<file path="src/common/dataPath_macros.svh">
// datapath sizing constants, fixed register value and ALU operation codes
`ifndef DATAPATH_MACROS_SVH
`define DATAPATH_MACROS_SVH

// width of every bus in the datapath
`define DATA_WIDTH 32

// the register file holds R0 plus seven general registers
`define REG_COUNT 8
`define REG_SEL_WIDTH 3

// width of the operation code that drives the ALU
`define ALU_SEL_WIDTH 4

// register whose contents are always routed to the display
`define DISPLAY_REG 3

// constant held by R0, which no micro-operation can overwrite
`define REG_FIXED_INIT 0

// ALU operation codes, any code not listed here gives a zero result
`define ALU_ADD   4'd0
`define ALU_SUB   4'd1
`define ALU_AND   4'd2
`define ALU_OR    4'd3
`define ALU_XOR   4'd4
`define ALU_NOTA  4'd5
`define ALU_PASSA 4'd6
`define ALU_PASSB 4'd7
`define ALU_SHLA  4'd8
`define ALU_SHRA  4'd9

`endif

</file>
<file path="src/common/dataPathPkg.sv">
// shared bus, selection and control word types of the register-transfer datapath
`include "dataPath_macros.svh"

package dataPathPkg;

	// --------------------------------------------------------------------------
	// plain vector types
	// --------------------------------------------------------------------------

	// one word as it travels on bus A, bus B or bus C
	typedef logic [`DATA_WIDTH-1:0] dataWord_t;

	// index of one of the eight registers
	typedef logic [`REG_SEL_WIDTH-1:0] regSel_t;

	// operation code handed to the ALU
	typedef logic [`ALU_SEL_WIDTH-1:0] aluSel_t;

	// --------------------------------------------------------------------------
	// grouped signals
	// --------------------------------------------------------------------------

	// one micro-operation, issued once per clock cycle
	// a write selection of zero means the cycle writes nothing back
	typedef struct packed {
		regSel_t writeSel;
		regSel_t busASel;
		regSel_t busBSel;
		aluSel_t aluOp;
	} microOp_t;

	// both read buses, as they leave the register file towards the ALU
	typedef struct packed {
		dataWord_t busA;
		dataWord_t busB;
	} operandPair_t;

	// status of the last ALU result
	// all four bits are active high inside the design
	typedef struct packed {
		logic overflow;
		logic carry;
		logic negative;
		logic zero;
	} aluFlags_t;

endpackage

</file>
<file path="src/regFile/regFile.sv">
// register file with fixed R0, seven writable registers, one-hot write decode and two read ports
`timescale 1ns/1ns
`include "dataPath_macros.svh"

module regFile (
	input logic clock50,
	input logic reset,
	input dataPathPkg::regSel_t writeSel,
	input dataPathPkg::regSel_t busASel,
	input dataPathPkg::regSel_t busBSel,
	input dataPathPkg::dataWord_t busC,
	output dataPathPkg::operandPair_t operands,
	output dataPathPkg::dataWord_t displayData
);
	import dataPathPkg::*;

	// value that R0 presents on every read port
	localparam dataWord_t FixedValue = dataWord_t'(`REG_FIXED_INIT);

	// --------------------------------------------------------------------------
	// storage
	// --------------------------------------------------------------------------

	// general registers R1 to R7
	// R0 has no storage at all, it is a constant on the read side
	dataWord_t regBank [1:`REG_COUNT-1];

	// one write enable per general register, at most one of them is high
	logic [`REG_COUNT-1:1] writeEn;

	// all eight registers as the read multiplexers see them
	dataWord_t regView [`REG_COUNT];

	// --------------------------------------------------------------------------
	// write decoder
	// --------------------------------------------------------------------------

	// one-hot decode of the write selection
	// selection zero would address R0, so it simply leaves every enable low
	always_comb begin
		writeEn = '0;
		if (writeSel != '0) begin
			writeEn[writeSel] = 1'b1;
		end
	end

	// --------------------------------------------------------------------------
	// general registers
	// --------------------------------------------------------------------------

	// each register loads bus C on the rising edge when its enable is set
	// while reset is high every register is cleared and writes are ignored
	always_ff @(posedge clock50) begin
		for (int i = 1; i < `REG_COUNT; i++) begin
			if (reset) begin
				regBank[i] <= '0;
			end else if (writeEn[i]) begin
				regBank[i] <= busC;
			end
		end
	end

	// --------------------------------------------------------------------------
	// read side
	// --------------------------------------------------------------------------

	// place the fixed R0 next to the general registers
	// so both read ports can index one array
	always_comb begin
		regView[0] = FixedValue;
		for (int i = 1; i < `REG_COUNT; i++) begin
			regView[i] = regBank[i];
		end
	end

	// two independent read multiplexers
	// both may select the same register in the same cycle
	// reads are combinational, a register written on an edge shows its new
	// value on the buses right after that edge
	assign operands = '{
		busA: regView[busASel],
		busB: regView[busBSel]
	};

	// the display register is tapped straight from the array
	assign displayData = regView[`DISPLAY_REG];

endmodule

</file>
<file path="src/alu/aluUnit.sv">
// combinational ALU with ten operations and overflow, carry, negative and zero flags
`timescale 1ns/1ns
`include "dataPath_macros.svh"

module aluUnit (
	input dataPathPkg::operandPair_t operands,
	input dataPathPkg::aluSel_t aluOp,
	output dataPathPkg::dataWord_t aluResult,
	output dataPathPkg::aluFlags_t aluFlags
);
	import dataPathPkg::*;

	// index of the sign bit of a word
	localparam int SignBit = `DATA_WIDTH - 1;

	// the two operands, unpacked from the read buses
	dataWord_t busA;
	dataWord_t busB;

	// adder and subtractor outputs, one bit wider to keep the carry out
	logic [`DATA_WIDTH:0] addWide;
	logic [`DATA_WIDTH:0] subWide;

	// signed overflow of each arithmetic path
	logic addOverflow;
	logic subOverflow;

	// selected result and the flags that depend on the operation
	dataWord_t result;
	logic carry;
	logic overflow;

	assign busA = operands.busA;
	assign busB = operands.busB;

	// --------------------------------------------------------------------------
	// arithmetic paths
	// --------------------------------------------------------------------------

	// A plus B with the carry out in the top bit
	assign addWide = {1'b0, busA} + {1'b0, busB};

	// A minus B is formed as A plus the inverse of B plus one
	// so the top bit is the carry out of that sum, high when no borrow occurs
	assign subWide = {1'b0, busA} + {1'b0, ~busB} + {{`DATA_WIDTH{1'b0}}, 1'b1};

	// adding two numbers of equal sign overflows when the sum changes sign
	assign addOverflow = (busA[SignBit] == busB[SignBit])
		&& (addWide[SignBit] != busA[SignBit]);

	// subtracting numbers of opposite sign overflows when the difference
	// takes the sign of B instead of the sign of A
	assign subOverflow = (busA[SignBit] != busB[SignBit])
		&& (subWide[SignBit] != busA[SignBit]);

	// --------------------------------------------------------------------------
	// operation select
	// --------------------------------------------------------------------------

	// carry and overflow only mean something for ADD and SUB
	// every other operation leaves them at zero
	always_comb begin
		result = '0;
		carry = 1'b0;
		overflow = 1'b0;
		case (aluOp)
			`ALU_ADD: begin
				result = addWide[`DATA_WIDTH-1:0];
				carry = addWide[`DATA_WIDTH];
				overflow = addOverflow;
			end
			`ALU_SUB: begin
				result = subWide[`DATA_WIDTH-1:0];
				carry = subWide[`DATA_WIDTH];
				overflow = subOverflow;
			end
			`ALU_AND: begin
				result = busA & busB;
			end
			`ALU_OR: begin
				result = busA | busB;
			end
			`ALU_XOR: begin
				result = busA ^ busB;
			end
			`ALU_NOTA: begin
				result = ~busA;
			end
			`ALU_PASSA: begin
				result = busA;
			end
			`ALU_PASSB: begin
				result = busB;
			end
			// shifts move A by one position and fill with zero
			`ALU_SHLA: begin
				result = {busA[`DATA_WIDTH-2:0], 1'b0};
			end
			`ALU_SHRA: begin
				result = {1'b0, busA[`DATA_WIDTH-1:1]};
			end
			// unused codes give a zero result, which also raises the zero flag
			default: begin
				result = '0;
			end
		endcase
	end

	// --------------------------------------------------------------------------
	// outputs
	// --------------------------------------------------------------------------

	assign aluResult = result;

	// negative and zero look only at the selected result
	assign aluFlags = '{
		overflow: overflow,
		carry: carry,
		negative: result[SignBit],
		zero: (result == '0)
	};

endmodule

</file>
<file path="src/hdl/dataPathTop.sv">
// datapath top level joining the register file and the ALU with write-back over bus C
`timescale 1ns/1ns

module dataPathTop (
	input logic clock50,
	input logic reset,
	input dataPathPkg::microOp_t microOp,
	output dataPathPkg::dataWord_t displayData,
	output dataPathPkg::aluFlags_t flagsN
);
	import dataPathPkg::*;

	// fields of the current micro-operation
	regSel_t writeSel;
	regSel_t busASel;
	regSel_t busBSel;
	aluSel_t aluOp;

	// read buses from the register file into the ALU
	operandPair_t operands;

	// ALU result and the write-back bus that carries it home
	dataWord_t aluResult;
	dataWord_t busC;

	// flags as the ALU produces them, active high
	aluFlags_t aluFlags;

	// --------------------------------------------------------------------------
	// control word split
	// --------------------------------------------------------------------------

	assign writeSel = microOp.writeSel;
	assign busASel = microOp.busASel;
	assign busBSel = microOp.busBSel;
	assign aluOp = microOp.aluOp;

	// --------------------------------------------------------------------------
	// register file, operand side and write-back target
	// --------------------------------------------------------------------------

	regFile regFileInst (
		.clock50(clock50),
		.reset(reset),
		.writeSel(writeSel),
		.busASel(busASel),
		.busBSel(busBSel),
		.busC(busC),
		.operands(operands),
		.displayData(displayData)
	);

	// --------------------------------------------------------------------------
	// ALU
	// --------------------------------------------------------------------------

	aluUnit aluUnitInst (
		.operands(operands),
		.aluOp(aluOp),
		.aluResult(aluResult),
		.aluFlags(aluFlags)
	);

	// the whole path from selection to result is combinational
	// so the result lands in the selected register on the next rising edge
	assign busC = aluResult;

	// flags leave the datapath active low
	assign flagsN = ~aluFlags;

endmodule

</file>
<file path="config.mk">
export PLATFORM = sky130hd
export DESIGN_NAME = dataPathTop
export DESIGN_NICKNAME = d
export VERILOG_FILES = /design/src/common/dataPathPkg.sv /design/src/regFile/regFile.sv /design/src/alu/aluUnit.sv /design/src/hdl/dataPathTop.sv
export VERILOG_INCLUDE_DIRS = /design/src /design/src/common
export SDC_FILE = /design/constraint.sdc
export NUM_CORES = 1
export LEC_CHECK = 0
export ABC_AREA = 1
export ABC_CLOCK_PERIOD_IN_PS = 4700
export BUFFER_PORTS_ARGS = -buffer_cell sky130_fd_sc_hd__buf_2
export CORE_MARGIN = 8
export CORE_UTILIZATION = 45
export CTS_BUF_LIST = sky130_fd_sc_hd__clkbuf_8
export CTS_CLUSTER_SIZE = 25
export DETAILED_ROUTE_END_ITERATION = 7
export HOLD_SLACK_MARGIN = 0.02
export SETUP_SLACK_MARGIN = 0.2
export SLEW_MARGIN = 20
export SYNTH_ARGS = -nofsm -noshare
export SYNTH_HDL_FRONTEND = slang
export SYNTH_SLANG_ARGS = --single-unit
</file>
<file path="constraint.sdc">
create_clock -name clock50 -period 4.7 [get_ports clock50]
set_input_delay 0.47 -clock clock50 [delete_from_list [all_inputs] [get_ports clock50]]
set_output_delay 0.47 -clock clock50 [all_outputs]
set_load 0.1 [all_outputs]
</file>
**Word-level counts from Yosys, hierarchy flattened**

Memory sizes are Yosys's and may differ from the RTL's.
Cells that the tools add are included.

- Register bits: 0
- RAM bits: 224
- Input port bits: 15
- Output and inout port bits: 36
- Logic and storage cells: 84
- Memories kept: 1

- Add/sub/neg operators: 3
- Order comparisons: 4
- Eq/ne operators: 13
- Mux-type cells: 42
- Bitwise gates (word level): 15
- Reductions and logical operators: 6

Memory list:

| memory | depth | width | rd ports | clocked after memory_dff | write ports | RTL line | text |
|---|---|---|---|---|---|---|---|
| regFileInst.regBank | 7 | 32 | 7 | 0 | 7 | regFile.sv:26 | `` dataWord_t regBank [1:`REG_COUNT-1]; `` |

Operator list:

| kind | number |
|---|---|
| 32-bit two-way mux | 11 |
| 32-bit case mux with 10 select lines | 1 |
| 32-bit binary-select mux with 3-bit select | 2 |
| 32-bit by 32-bit adder with 33-bit output | 2 |
| 32-bit inverter | 2 |
| 33-bit by 1-bit adder with 33-bit output (second input constant) | 1 |
| 32-bit bitwise AND | 1 |
| 32-bit logical NOT | 1 |
| 32-bit bitwise OR | 1 |
| 32-bit bitwise XOR | 1 |
| 1-bit two-way mux | 24 |
| 4-bit by 3-bit == test with 1-bit output (second input constant) | 4 |
| 4-bit by 2-bit == test with 1-bit output (second input constant) | 2 |
| 4-bit == test (second input constant) | 2 |
| 4-bit >= comparator (second input constant) | 2 |
| 3-bit inverter with 4-bit output | 2 |
| 7-bit two-way mux | 1 |
| 1-bit bitwise OR | 7 |
| 4-bit by 1-bit == test with 1-bit output (second input constant) | 1 |
| 4-bit logical NOT | 1 |
| 3-bit by 4-bit less-than comparator with 1-bit output (second input constant) | 1 |
| 4-bit inverter | 1 |
| 1-bit case mux with 2 select lines | 2 |
| 1-bit demux with 3-bit select | 1 |
| other kinds (5) | 9 |

**Logic depth before layout (Yosys ltp)**

- Depth after elaboration: 11
- Mapped depth: 29
- Mapped depth without buffers: 25

**By module**

A second synthesis with hierarchy kept.

- Cell total of the unflattened synthesis: 3437
- Area, all modules: 21277.9 µm²

Modules (own cells, without submodules):

| module | times used | cells each | area each (µm²) |
|---|---|---|---|
| regFile | 1 | 1797 | 13237.7 |
| aluUnit | 1 | 1636 | 8025.2 |
| dataPathTop | 1 | 4 | 15.0 |

**Worst setup path after synthesis**

No wires, ideal clock.

- Path type: register to output
- Start: memory regFileInst.regBank[3][0] (netlist bit)
- End: output flagsN[0] (netlist bit)
- Arrival time: 4.005 ns
- Data required time: 4.230 ns
- Setup slack: 0.225 ns
- Stages on the path, launching flop included: 22
- Path buffers: 0
- Cells stage by stage: edfxtp_1 > nor2_1 > o21ai_0 > o21ai_0 > inv_1 > ha_1 > inv_1 > fa_1 > inv_1 > nand3_1 > nand3_1 > nand3_1 > nand3_1 > nand2_1 > nand2_1 > nand2_1 > nand3_1 > nand3_1 > nor2_1 > nand2_1 > nor2_1 > nand3_1

RTL lines:

| element | RTL line | text |
|---|---|---|
| start, declared | regFile.sv:26 |  |
| end, declared | dataPathTop.sv:9 | `output dataPathPkg::aluFlags_t flagsN` |

==> impl_metrics.toml <==
[worst_setup_path]
cp_common_cell = "nand2_1"
critical-path-slowest-cell = "ha_4"
cp-start-kind = "primary input"
worstRegToRegCells = 22
max_stage_delay_ns = 0.30
cp-startpoint = "microOp[7]"
reg2reg_slack_ns = 1.18
critical_path_peak_fanout = 15
path_class = "primary input to primary output"
worst_ep_arrival_time_ns = 3.97
required_ns = 4.23
r2r_end = "regFileInst.regBank[1][18]"
worstSetupEndpointType = "primary output"
rr_startpoint = "regFileInst.regBank[2][0]"

[hold_path]
worstHoldEndpoint = "regFileInst.regBank[3][20]"
min_path_type = "primary input to flip-flop"
hold_path.startpoint = "reset"
worst_hold_path.num_cells = 4

[floorplan]
std_cell_rows = 78
die_height_um = 229
design.core.area_um2 = 45100
fp.dieArea_um2 = 52600
io_pins = 51
die_width_um = 229
initial_utilization = 0.454

[clock_tree]
cts_inserted_buffers = 34
clk_root_buffer_cell = "clkbuf_8"
cts_tree = "yes"
cts.reportedPaths.clkPinSlew_ns = 0.07
cts_sinks = 224
number_of_buffers_on_the_longest_clock_path = 3
cts_htree_levels = 2
clk_latency_ns = 0.55

[placed_design]
port_buffers = 50
place.detailed.hpwl_um = 65000
pre_cts_slack_ns = -0.389
numPlacedInstances = 4003
globalplace.congestion = 1.05

[synthesis]
synth_flop_cell = "edfxtp_1"
postSynthRegisterBits = 224
synth_enable_flop_cells = 224
synth.yosys.warnings = 0
mappedNetlistArea_um2 = 20500
synth_cell_types = 40
synth_async_sr_flop_share = 0
synthesis.nets = 3310
synth_area_leader_cell = "edfxtp_1"
post_synth_inst_count = 3197
synthesized_area_per_cell_um2 = 6.40
synthDominantCellAreaShare = 0.329
ys_seq_area_frac = 0.329
yosys-top-cells-area = "edfxtp_1 (33%), nand2_1 (16%), inv_1 (9.3%)"

[pwr]
leakage_power_figure_nw = 12.6
pwr_density_cell_nw_per_um2 = 290
ir_drop_v = 0.000281

[global_routing]
globalRoute.totalOverflow = 0
first_pass_grt_wire_length_um = 126000
groute.usage.overall = 0.309
antenna_found_initial = 1
grt_max_degree = 35
first_global_vias = 20600

[drt]
post_drt_via_cell_ratio = 5.52
detail_route.iter0.violations = 2714
detail_route.wirelength_um = 86700
routed_wire_length_per_instance_um = 21.1
drt_pre_antenna_iters = 6
dr_total_vias = 22600
drc_errors = 0
number_of_antenna_violating_nets_in_the_routed_design = 0

[cells_and_area]
top_regs = "regFileInst.regBank x224"
multiInputGateArea_um2 = 11800
largest-register = "regFileInst.regBank"
largest_register_ff_count = 224
post_route_non_filler_standard_cell_count = 4102
fill_cells = 4524
regArea_um2 = 6730
post_synthesis_to_final_layout_area_growth_pct = 24.0
diodes = 0
post_route_cells_drive_above_1_share = 0.194
num-nets-final = 3594

[sta]
report.final.hold_viol_count = 0
final_min_period_over_clock_period = 0.944
worst_slew_margin_rel = 0.275
final.hold.worst_slack_ns = 0.564
clock-skew-final_ns = 0.0171
worst_pin_slew_ns = 1.08
fin_ws_ns = 0.264
slew_violations = 0
report.final.setup_viol = 0
clock.fmax_mhz = 225
rsz0062_at_grt = "false"
period_needed_ns = 4.44

[flow_run]
max_cap_violations = 0

[outcome]
outcome = "complete, no violations"
-- cell usage in the layout, fill, tap and decap left out, drive strengths merged, types with 2 or more instances in the layout --
cell	n
or2	11
inv	531
bufbuf	2
clkinvlp	2
nand4	41
clkbuf	39
o21bai	5
buf	394
edfxtp	224
ha	96
nand2	895
nor3	16
nor2	443
o211ai	56
a21oi	158
o22ai	24
and2	2
nand3	370
fa	2
o21ai	158
bufinv	2
nand3b	2
clkinv	22
-- cell type report --
| type | count | area share |
|---|---|---|
| clock buffers | 35 | 0.0190 |
| clock inverters | 22 | 0.00577 |
| inverters | 535 | 0.0798 |
| multi-input cells | 2286 | 0.466 |
| flip-flops and latches | 224 | 0.265 |
| well taps | 600 | 0.0296 |
| repair buffers | 400 | 0.134 |
-- timing repair --
item                                   CTS  global route
pin swaps                                8            47
cloned                                   3             3
endpoints found under the hold margin    0             0
resized for setup                       65           181
buffers inserted                         4            32
hold buffers                             0             0
setup endpoints to repair                2             4
-- how the worst max path moves through the flow --
stage                     end  slack, ns
global route        flagsN[0]       0.14
CTS                 flagsN[0]       0.20
finish              flagsN[0]       0.26
global placement    flagsN[0]      -0.46
detailed placement  flagsN[0]      -0.39
floorplan           flagsN[0]       0.23
-- Yosys cell counts (5+ instances only) --
| cell | instances |
|---|---|
| o211ai_1 | 56 |
| nor2_1 | 433 |
| nand3_2 | 7 |
| inv_2 | 18 |
| o21ai_0 | 138 |
| buf_4 | 13 |
| clkinv_1 | 9 |
| buf_1 | 6 |
| buf_6 | 12 |
| clkbuf_1 | 36 |
| o21ai_1 | 20 |
| nand3_1 | 363 |
| nand2_2 | 5 |
| o22ai_1 | 24 |
| edfxtp_1 | 224 |
| nand2_1 | 890 |
| nor3_1 | 14 |
| nand4_1 | 41 |
| a21oi_1 | 158 |
| buf_2 | 85 |
| nor2_4 | 5 |
| inv_1 | 507 |
| or2_2 | 10 |
| o21bai_1 | 5 |
| nor2_2 | 5 |
| ha_1 | 96 |
-- power by group --
group          total, mW  switching, mW  internal [mW]  leakage, nW
clock network       1.58          0.783          0.802        0.334
logic               3.38           2.19           1.19         9.89
registers           2.38         0.0567           2.32         2.35
-- per-layer routing --
layer / global-route usage / wire [um] / part of all wire
met1: 0.440 / 37900 / 0.44
met2: 0.490 / 38600 / 0.45
met3: 0.0433 / 7940 / 0.092
met4: 0.0727 / 2230 / 0.026
met5: 0 / 10 / 0.00012
-- cells by family (layout without fill, tap and decap cells) --
| family | after synthesis | count (layout) | synth area share |
|---|---|---|---|
| AOI/OAI and AO/OA | 405 | 405 | 0.109 |
| xor gates and xnor gates | 1 | 1 | 0.000428 |
| adders and majority gates | 98 | 98 | 0.0607 |
| buffers and inverters | 687 | 992 | 0.138 |
| and+or+nand+nor | 1782 | 1782 | 0.364 |
| DFF | 224 | 224 | 0.329 |
-- worst max-delay path, delay by kind of cell --
| kind | cells | cell delay, ns |
|---|---|---|
| simple gates | 16 | 1.71 |
| compound gates | 1 | 0.09 |
| buf+inv | 9 | 1.35 |
| fa+ha+maj | 1 | 0.30 |
-- stage by stage --
stage	utilization	power, mW	setup TNS, ns	cell area, um2
final	0.563	7.34	0	25400
after global routing	0.563	7.69	0	25400
after CTS	0.539	7.04	0	24300
after detailed placement	0.517	5.39	-0.389	23300
after global placement	0.517	5.37	-0.460	23300
after floorplan	-	4.11	0	20500
(Power assumes the default switching activity.)
